`config.mk`:
```
export PLATFORM = sky130hd
export DESIGN_NAME = audio_control_top
export DESIGN_NICKNAME = d
export VERILOG_FILES = /design/src/common/audio_pkg.sv /design/src/verilog/key_debounce.sv /design/src/verilog/volume_control.sv /design/src/codec/codec_command_sequencer.sv /design/src/capture/pingpong_capture.sv /design/src/verilog/audio_control_top.sv
export SDC_FILE = /design/constraint.sdc
export NUM_CORES = 1
export LEC_CHECK = 0
export ABC_CLOCK_PERIOD_IN_PS = 5050
export BUFFER_PORTS_ARGS = -buffer_cell sky130_fd_sc_hd__buf_2
export CORE_MARGIN = 4
export CORE_UTILIZATION = 63
export CTS_CLUSTER_DIAMETER = 200
export DETAILED_ROUTE_END_ITERATION = 10
export PLACE_DENSITY = 0.81
export SETUP_SLACK_MARGIN = 0.1
export SYNTH_ARGS = -nofsm -noshare
export SYNTH_HDL_FRONTEND = slang
export SYNTH_SLANG_ARGS = --single-unit
```
`constraint.sdc`:
```
create_clock -name clock_27mhz -period 5.05 [get_ports clock_27mhz]
set_input_delay 0.2525 -clock clock_27mhz [delete_from_list [all_inputs] [get_ports clock_27mhz]]
set_output_delay 0.2525 -clock clock_27mhz [all_outputs]
set_load 0.05 [all_outputs]
```
`src/common/audio_pkg.sv`:
```
package audio_pkg;

  ////////////////////////////////////////////////////////////
  // data types
  ////////////////////////////////////////////////////////////

  // upper byte of the codec sample
  typedef logic [7:0] sample_t;

  // 0 is quietest, 31 is loudest
  typedef logic [4:0] volume_t;

  typedef struct packed {
    logic [7:0]  address;
    logic [15:0] data;
  } codec_command_t;

  // one word of a captured block
  typedef struct packed {
    logic    last;
    sample_t sample;
  } block_word_t;

  localparam volume_t VOLUME_RESET = 5'd8;
  localparam volume_t VOLUME_MAX = 5'd31;

  ////////////////////////////////////////////////////////////
  // codec register commands
  ////////////////////////////////////////////////////////////

  localparam codec_command_t CMD_READ_ID = '{address: 8'h80, data: 16'h0000};
  localparam codec_command_t CMD_PCM_VOLUME = '{address: 8'h18, data: 16'h0808};
  // source fixed at mic
  localparam codec_command_t CMD_RECORD_SOURCE = '{address: 8'h1A, data: 16'h0000};
  // record gain at max
  localparam codec_command_t CMD_RECORD_GAIN = '{address: 8'h1C, data: 16'h0F0F};
  // +20 dB mic boost
  localparam codec_command_t CMD_MIC_GAIN = '{address: 8'h0E, data: 16'h8048};
  localparam codec_command_t CMD_BEEP_VOLUME = '{address: 8'h0A, data: 16'h0000};
  localparam codec_command_t CMD_BYPASS_MIX = '{address: 8'h20, data: 16'h8000};

  // data field is built from the volume at run time
  localparam logic [7:0] REG_HEADPHONE_VOLUME = 8'h04;

endpackage

```
`src/verilog/key_debounce.sv`:
```
`timescale 1ns/1ps

module key_debounce #(
  parameter int DEBOUNCE_CYCLES = 270000
) (
  input  logic clock_27mhz,
  input  logic reset,
  input  logic noisy,
  output logic clean
);

  localparam int COUNT_BITS = $clog2(DEBOUNCE_CYCLES + 1);
  localparam logic [COUNT_BITS-1:0] COUNT_DONE = COUNT_BITS'(DEBOUNCE_CYCLES);

  logic [COUNT_BITS-1:0] count;
  // last sampled input level
  logic held;

  always_ff @(posedge clock_27mhz) begin
    if (reset) begin
      count <= '0;
      held <= noisy;
      clean <= noisy;
    end else if (noisy != held) begin
      // input moved, start timing again
      held <= noisy;
      count <= '0;
    end else if (count == COUNT_DONE) begin
      // level has been stable long enough
      clean <= held;
    end else begin
      count <= count + 1'b1;
    end
  end

endmodule

```
`src/verilog/volume_control.sv`:
```
`timescale 1ns/1ps

module volume_control #(
  parameter int DEBOUNCE_CYCLES = 270000
) (
  input  logic               clock_27mhz,
  input  logic               reset,
  input  logic               button_up,
  input  logic               button_down,
  output audio_pkg::volume_t volume
);

  logic up_clean;
  logic down_clean;
  logic up_prev;
  logic down_prev;
  logic up_rise;
  logic down_rise;

  key_debounce #(.DEBOUNCE_CYCLES(DEBOUNCE_CYCLES)) debounce_up (
    .clock_27mhz(clock_27mhz),
    .reset(reset),
    .noisy(button_up),
    .clean(up_clean)
  );

  key_debounce #(.DEBOUNCE_CYCLES(DEBOUNCE_CYCLES)) debounce_down (
    .clock_27mhz(clock_27mhz),
    .reset(reset),
    .noisy(button_down),
    .clean(down_clean)
  );

  assign up_rise = up_clean & ~up_prev;
  assign down_rise = down_clean & ~down_prev;

  always_ff @(posedge clock_27mhz) begin
    if (reset) begin
      volume <= audio_pkg::VOLUME_RESET;
    end else if (up_rise) begin
      // up has priority when both keys rise together
      if (volume != audio_pkg::VOLUME_MAX) begin
        volume <= volume + 1'b1;
      end
    end else if (down_rise) begin
      if (volume != '0) begin
        volume <= volume - 1'b1;
      end
    end
    up_prev <= up_clean;
    down_prev <= down_clean;
  end

  // no wrap in either direction
  assert property (@(posedge clock_27mhz) disable iff (reset)
    (volume == audio_pkg::VOLUME_MAX) |=> (volume != '0));
  assert property (@(posedge clock_27mhz) disable iff (reset)
    (volume == '0) |=> (volume != audio_pkg::VOLUME_MAX));

endmodule

```
`src/codec/codec_command_sequencer.sv`:
```
`timescale 1ns/1ps

module codec_command_sequencer #(
  parameter int CODEC_RESET_CYCLES = 1024
) (
  input  logic                       clock_27mhz,
  input  logic                       reset,
  input  logic                       frame_tick,
  input  audio_pkg::volume_t         volume,
  output logic                       codec_reset_b,
  output audio_pkg::codec_command_t  codec_command,
  output logic                       command_valid
);

  localparam int HOLD_BITS = $clog2(CODEC_RESET_CYCLES + 1);
  localparam logic [HOLD_BITS-1:0] HOLD_LAST = HOLD_BITS'(CODEC_RESET_CYCLES - 1);

  typedef enum logic {
    HOLD,
    RUN
  } state_t;

  state_t state;
  logic [HOLD_BITS-1:0] hold_count;
  logic [3:0] step;
  // codec_command holds a table entry
  logic command_loaded;
  audio_pkg::volume_t attenuation;
  audio_pkg::codec_command_t table_entry;

  assign codec_reset_b = (state == RUN);
  assign attenuation = audio_pkg::VOLUME_MAX - volume;

  ////////////////////////////////////////////////////////////
  // reset hold and frame step counter
  ////////////////////////////////////////////////////////////

  always_ff @(posedge clock_27mhz) begin
    if (reset) begin
      state <= HOLD;
      hold_count <= '0;
      step <= '0;
    end else begin
      case (state)
        HOLD: begin
          if (hold_count == HOLD_LAST) begin
            state <= RUN;
          end else begin
            hold_count <= hold_count + 1'b1;
          end
        end
        RUN: begin
          // wraps 15 -> 0
          if (frame_tick) begin
            step <= step + 1'b1;
          end
        end
        default: state <= HOLD;
      endcase
    end
  end

  ////////////////////////////////////////////////////////////
  // command table
  ////////////////////////////////////////////////////////////

  always_comb begin
    case (step)
      4'd3: begin
        table_entry.address = audio_pkg::REG_HEADPHONE_VOLUME;
        table_entry.data = {3'b000, attenuation, 3'b000, attenuation};
      end
      4'd5: table_entry = audio_pkg::CMD_PCM_VOLUME;
      4'd6: table_entry = audio_pkg::CMD_RECORD_SOURCE;
      4'd7: table_entry = audio_pkg::CMD_RECORD_GAIN;
      4'd9: table_entry = audio_pkg::CMD_MIC_GAIN;
      4'd10: table_entry = audio_pkg::CMD_BEEP_VOLUME;
      4'd11: table_entry = audio_pkg::CMD_BYPASS_MIX;
      default: table_entry = audio_pkg::CMD_READ_ID;
    endcase
  end

  // entries only load once the codec is out of reset
  always_ff @(posedge clock_27mhz) begin
    if (reset) begin
      codec_command <= audio_pkg::CMD_READ_ID;
      command_loaded <= 1'b0;
      command_valid <= 1'b0;
    end else begin
      if (codec_reset_b) begin
        codec_command <= table_entry;
        command_loaded <= 1'b1;
      end
      if (command_loaded) begin
        command_valid <= 1'b1;
      end
    end
  end

  // frame ticks during the codec reset hold are not counted
  assert property (@(posedge clock_27mhz) disable iff (reset)
    !codec_reset_b |=> $stable(step));

endmodule

```
`src/capture/pingpong_capture.sv`:
```
`timescale 1ns/1ps

module pingpong_capture #(
  parameter int BLOCK_ADDR_BITS = 4
) (
  input  logic                   clock_27mhz,
  input  logic                   reset,
  input  logic                   frame_tick,
  input  audio_pkg::sample_t     sample_in,
  output logic                   block_valid,
  output audio_pkg::block_word_t block_word,
  input  logic                   block_ready,
  output logic                   overrun
);

  localparam int BLOCK_WORDS = 1 << BLOCK_ADDR_BITS;
  localparam logic [BLOCK_ADDR_BITS-1:0] LAST_ADDR = '1;

  // both banks, indexed by {bank, address}
  audio_pkg::sample_t mem [2*BLOCK_WORDS];

  logic [BLOCK_ADDR_BITS-1:0] fill_addr;
  logic fill_bank;
  logic [BLOCK_ADDR_BITS-1:0] read_addr;
  logic read_bank;
  // a full block is waiting or draining
  logic busy;
  logic fetch_pending;
  audio_pkg::sample_t mem_q;
  logic block_done;
  logic fill_done;

  assign read_bank = ~fill_bank;
  assign fill_done = frame_tick && (fill_addr == LAST_ADDR);
  assign block_done = block_valid && block_ready && block_word.last;

  ////////////////////////////////////////////////////////////
  // fill side
  ////////////////////////////////////////////////////////////

  always_ff @(posedge clock_27mhz) begin
    if (frame_tick) begin
      mem[{fill_bank, fill_addr}] <= sample_in;
    end
    // read port always looks at the drain bank
    mem_q <= mem[{read_bank, read_addr}];
  end

  always_ff @(posedge clock_27mhz) begin
    if (reset) begin
      fill_addr <= '0;
      fill_bank <= 1'b0;
      busy <= 1'b0;
      overrun <= 1'b0;
    end else begin
      if (frame_tick) begin
        fill_addr <= fill_addr + 1'b1;
      end
      if (fill_done && (!busy || block_done)) begin
        // hand the full bank to the reader
        fill_bank <= ~fill_bank;
        busy <= 1'b1;
      end else begin
        if (fill_done) begin
          // reader still busy, this block is dropped
          overrun <= 1'b1;
        end
        if (block_done) begin
          busy <= 1'b0;
        end
      end
    end
  end

  ////////////////////////////////////////////////////////////
  // drain side
  ////////////////////////////////////////////////////////////

  // one word in flight at a time
  always_ff @(posedge clock_27mhz) begin
    if (reset) begin
      read_addr <= '0;
      fetch_pending <= 1'b0;
      block_valid <= 1'b0;
    end else begin
      if (fetch_pending) begin
        fetch_pending <= 1'b0;
        block_valid <= 1'b1;
        read_addr <= read_addr + 1'b1;
      end else if (block_valid) begin
        if (block_ready) begin
          block_valid <= 1'b0;
        end
      end else if (busy) begin
        fetch_pending <= 1'b1;
      end
    end
  end

  // mem_q now holds the word at read_addr
  always_ff @(posedge clock_27mhz) begin
    if (fetch_pending) begin
      block_word.last <= (read_addr == LAST_ADDR);
      block_word.sample <= mem_q;
    end
  end

  // word held until the consumer takes it
  assert property (@(posedge clock_27mhz) disable iff (reset)
    (block_valid && !block_ready) |=> (block_valid && $stable(block_word)));

endmodule

```
`src/verilog/audio_control_top.sv`:
```
`timescale 1ns/1ps

module audio_control_top #(
  parameter int DEBOUNCE_CYCLES = 270000,
  parameter int CODEC_RESET_CYCLES = 1024,
  parameter int BLOCK_ADDR_BITS = 4
) (
  input  logic                      clock_27mhz,
  input  logic                      reset,
  input  logic                      button_up,
  input  logic                      button_down,
  input  logic                      frame_tick,
  input  audio_pkg::sample_t        sample_in,
  input  logic                      block_ready,
  output audio_pkg::volume_t        volume,
  output logic                      codec_reset_b,
  output audio_pkg::codec_command_t codec_command,
  output logic                      command_valid,
  output logic                      block_valid,
  output audio_pkg::block_word_t    block_word,
  output logic                      overrun
);

  // volume also feeds the headphone command
  volume_control #(.DEBOUNCE_CYCLES(DEBOUNCE_CYCLES)) volume_ctrl (
    .clock_27mhz(clock_27mhz),
    .reset(reset),
    .button_up(button_up),
    .button_down(button_down),
    .volume(volume)
  );

  codec_command_sequencer #(.CODEC_RESET_CYCLES(CODEC_RESET_CYCLES)) sequencer (
    .clock_27mhz(clock_27mhz),
    .reset(reset),
    .frame_tick(frame_tick),
    .volume(volume),
    .codec_reset_b(codec_reset_b),
    .codec_command(codec_command),
    .command_valid(command_valid)
  );

  pingpong_capture #(.BLOCK_ADDR_BITS(BLOCK_ADDR_BITS)) capture (
    .clock_27mhz(clock_27mhz),
    .reset(reset),
    .frame_tick(frame_tick),
    .sample_in(sample_in),
    .block_valid(block_valid),
    .block_word(block_word),
    .block_ready(block_ready),
    .overrun(overrun)
  );

endmodule

```
==> flow_summary.json <==
{
  "hold_class": "input pin to flip-flop",
  "drive_gt1_share_pct": 16.7,
  "outcome": "completed",
  "antenna_found_initial": 0,
  "place_ws_ns": 2.20,
  "final-hold-violation-count": 0,
  "power.share.clock_pct": 41.8,
  "combPwrFrac_pct": 3.4,
  "min_from": "block_ready",
  "die_h_um": 162,
  "drt_wl_total_um": 29900,
  "wl_met3_um": 2240,
  "cts_buffers": 36,
  "start_kind": "flip-flop",
  "min_period_ns": 2.79,
  "clock_path_buffers": 3,
  "synthesis.area_sq_um": 14800,
  "cp.required_ns": 5.44,
  "avgSynthCellArea_sq_um": 14.8,
  "synth-seq-cells": 367,
  "crit_slowest_cell": "dfxtp_4",
  "syn_to_final_growth_pct": 10.4,
  "syn_inst": 1000,
  "max_freq_ghz": 0.358,
  "dieArea_sq_um": 26100,
  "slowest_delay_ns": 1.05,
  "top_layer_used": "met4",
  "dr.pass1.iters": 5,
  "drt_drc_violations_left": 0,
  "rows": 55,
  "ys_async_sr_fraction_pct": 0,
  "pwr-share-seq_pct": 54.8,
  "crit_path_end": "capture.mem_q[5]$_DFF_P_",
  "final_cell_mix": "edfxtp_1, dfxtp_1, nor2_1, buf_2, a21oi_1",
  "r2r-end": "capture.mem_q[5]$_DFF_P_",
  "internal_power_uw": 4760,
  "max-cap-violations": 0,
  "dpl.hpwl_um": 18600,
  "gp_congestion": 0.836,
  "swShare_pct": 20.7,
  "clk_pin_slew_worst_paths_ns": 0.06,
  "layout_commonest_cell": "edfxtp_1",
  "drt-met1-wl_um": 12000,
  "path_class": "flip-flop to flip-flop",
  "maxSlewHeadroom_pct": 11.9,
  "crit_chain": "buf_4 -> mux4_2 -> a2111oi_2 -> a21oi_1",
  "grt_first_pass_wirelength_um": 47200,
  "grt.overflow.total": 0,
  "power_density_nw_per_um2": 366,
  "vias": 8659,
  "cts.sinks": 367,
  "setup.worst_path.end_class": "flip-flop",
  "cts_max_level": 2,
  "synth.top_cell.area_share_pct": 54.4,
  "cts_setup_buffers": 0,
  "yosys_warnings": 0,
  "clockRootBuffer": "clkbuf_16",
  "reg2reg_depth": 4,
  "setup_viol": 0,
  "insertion_delay_ns": 0.51,
  "vdd.ir_drop.worst_uv": 239,
  "drtAntennaViolNets": 0,
  "ys_seq_area_share_pct": 67.6,
  "ys_types": 71,
  "setup_tns_ns": 0,
  "reg2reg_from": "capture.read_addr[0]$_SDFFE_PP0P_",
  "synthTopCellsByArea": "edfxtp_1, dfxtp_1, mux4_2, mux2i_1, nor2_1",
  "synth-edff-count": 269,
  "drv_slew": 0,
  "core_area_sq_um": 22900,
  "vias_per_cell": 6.27,
  "yosysTopAreaCell": "edfxtp_1",
  "port-buffer-count": 49,
  "fp.dieW_um": 162,
  "worstPathArrival_ns": 3.18,
  "start_util_pct": 64.8,
  "tightest_slew_ns": 1.31,
  "fin_nets": 1075,
  "clock_skew_ns": 0.0107,
  "wl_met2_um": 14900,
  "setup.worst_path.start": "capture.read_addr[0]$_SDFFE_PP0P_",
  "wl_per_cell_um": 21.6,
  "drt_iter0_drc": 693,
  "num_io_pins": 56,
  "fin_crit_sh_pct": 55.3,
  "synth_flop_cell": "edfxtp_1",
  "r2r_slack_ns": 2.26,
  "p_leak_uw": 0.00527,
  "worst_slack_ns": 2.26,
  "grt.total_usage_pct": 23.2,
  "n_antenna_cell": 0,
  "tritoncts": "yes",
  "grt_max_degree": 57,
  "p_switching_uw": 1240,
  "critPathMaxFanout": 56,
  "grt_setup_unrepaired": "false",
  "grt_pass1_vias": 8499
}
[worst min path at each step]
stage               cells past startpoint  slack, ns                              to
finish                                  4       0.05  capture.block_valid$_SDFF_PP0_
global placement                        0       0.35   volume_ctrl.down_prev$_DFF_P_
CTS                                     4       0.05  capture.block_valid$_SDFF_PP0_
floorplan                               0       0.34   volume_ctrl.down_prev$_DFF_P_
global route                            4       0.09  capture.block_valid$_SDFF_PP0_
detailed placement                      0       0.35   volume_ctrl.down_prev$_DFF_P_
[per-stage QoR]
| stage | std cells | utilization [%] | total power [uW] | hold slack (ns) | area (sq um) |
|---|---|---|---|---|---|
| floorplan | 1005 | - | 3480 | 0.340 | 14900 |
| global placement | 1315 | 66.6 | 3540 | 0.349 | 15300 |
| detailed placement | 1315 | 66.6 | 3550 | 0.348 | 15300 |
| CTS | 1381 | 71.5 | 6030 | 0.0472 | 16400 |
| global route | 1382 | 71.5 | 6190 | 0.0914 | 16400 |
| finish | 1382 | 71.5 | 6000 | 0.0548 | 16400 |
[worst max-delay path: cells and delay by family (launching register included)]
family / cells / cell delay (ns)
multiplexers: 1 / 0.58
AO/OA/AOI/OAI: 2 / 0.44
buffers and inverters: 1 / 0.57
flip-flops: 1 / 1.05
[registers in the layout, summed over array words and instances (netlist names), 4 cells and up]
name	flops
capture.fill_addr	4
capture.mem_q	8
sequencer.step	4
capture.block_word	9
capture.mem	256
capture.read_addr	4
volume_ctrl.debounce_up.count	19
volume_ctrl.debounce_down.count	19
sequencer.codec_command	14
sequencer.hold_count	11
volume_ctrl.volume	5
[synthesized netlist by cell type, drive strengths merged (23+ instances only)]
cell / instances
mux4: 47
edfxtp: 269
o21ai: 24
nor2: 76
a21oi: 48
dfxtp: 98
xor2: 23
buf: 33
mux2i: 37
nand3: 31
nand2: 39
clkbuf: 28
[area by class of cell]
cell class | count | area [sq um]
fillers | 1429 | 6530
flip-flops and latches | 367 | 10000
clock inverters | 14 | 96.3
clock buffers | 50 | 1000
multi-input cells | 559 | 4440
repair buffers | 61 | 338
inverters | 18 | 67.6
well taps | 313 | 392
[timing repair]
item,4_1_cts,5_1_grt
hold buffers,2,0
hold endpoints to repair,2,0
resized for setup,0,0
[power groups by stage]
stage	Clock (uW)	Combinational, uW	Sequential, uW
final	2510	204	3290
after global routing	2680	225	3290
after CTS	2540	204	3290
after detailed placement	0	202	3350
after global placement	0	194	3350
after floorplan	0	113	3360
[metal layers]
layer	vias to the layer above	track usage [%]
met5	-	0
met4	0	6.55
met3	62	4.03
met2	356	38.4
met1	4312	32.2
li1	3929	-
[logic make-up after synthesis]
| kind of cell | count (synthesis) | share of synthesized area (%) |
|---|---|---|
| DFF | 367 | 67.6 |
| and+or+nand+nor | 264 | 9.40 |
| AOI/OAI and AO/OA | 148 | 6.80 |
| muxes | 87 | 9.85 |
| buffers and inverters | 79 | 2.60 |
| xor gates and xnor gates | 36 | 2.12 |
| adders and majority gates | 18 | 1.57 |
| other | 1 | 0.0253 |
No activity file was read; power rests on OpenSTA's default activity.
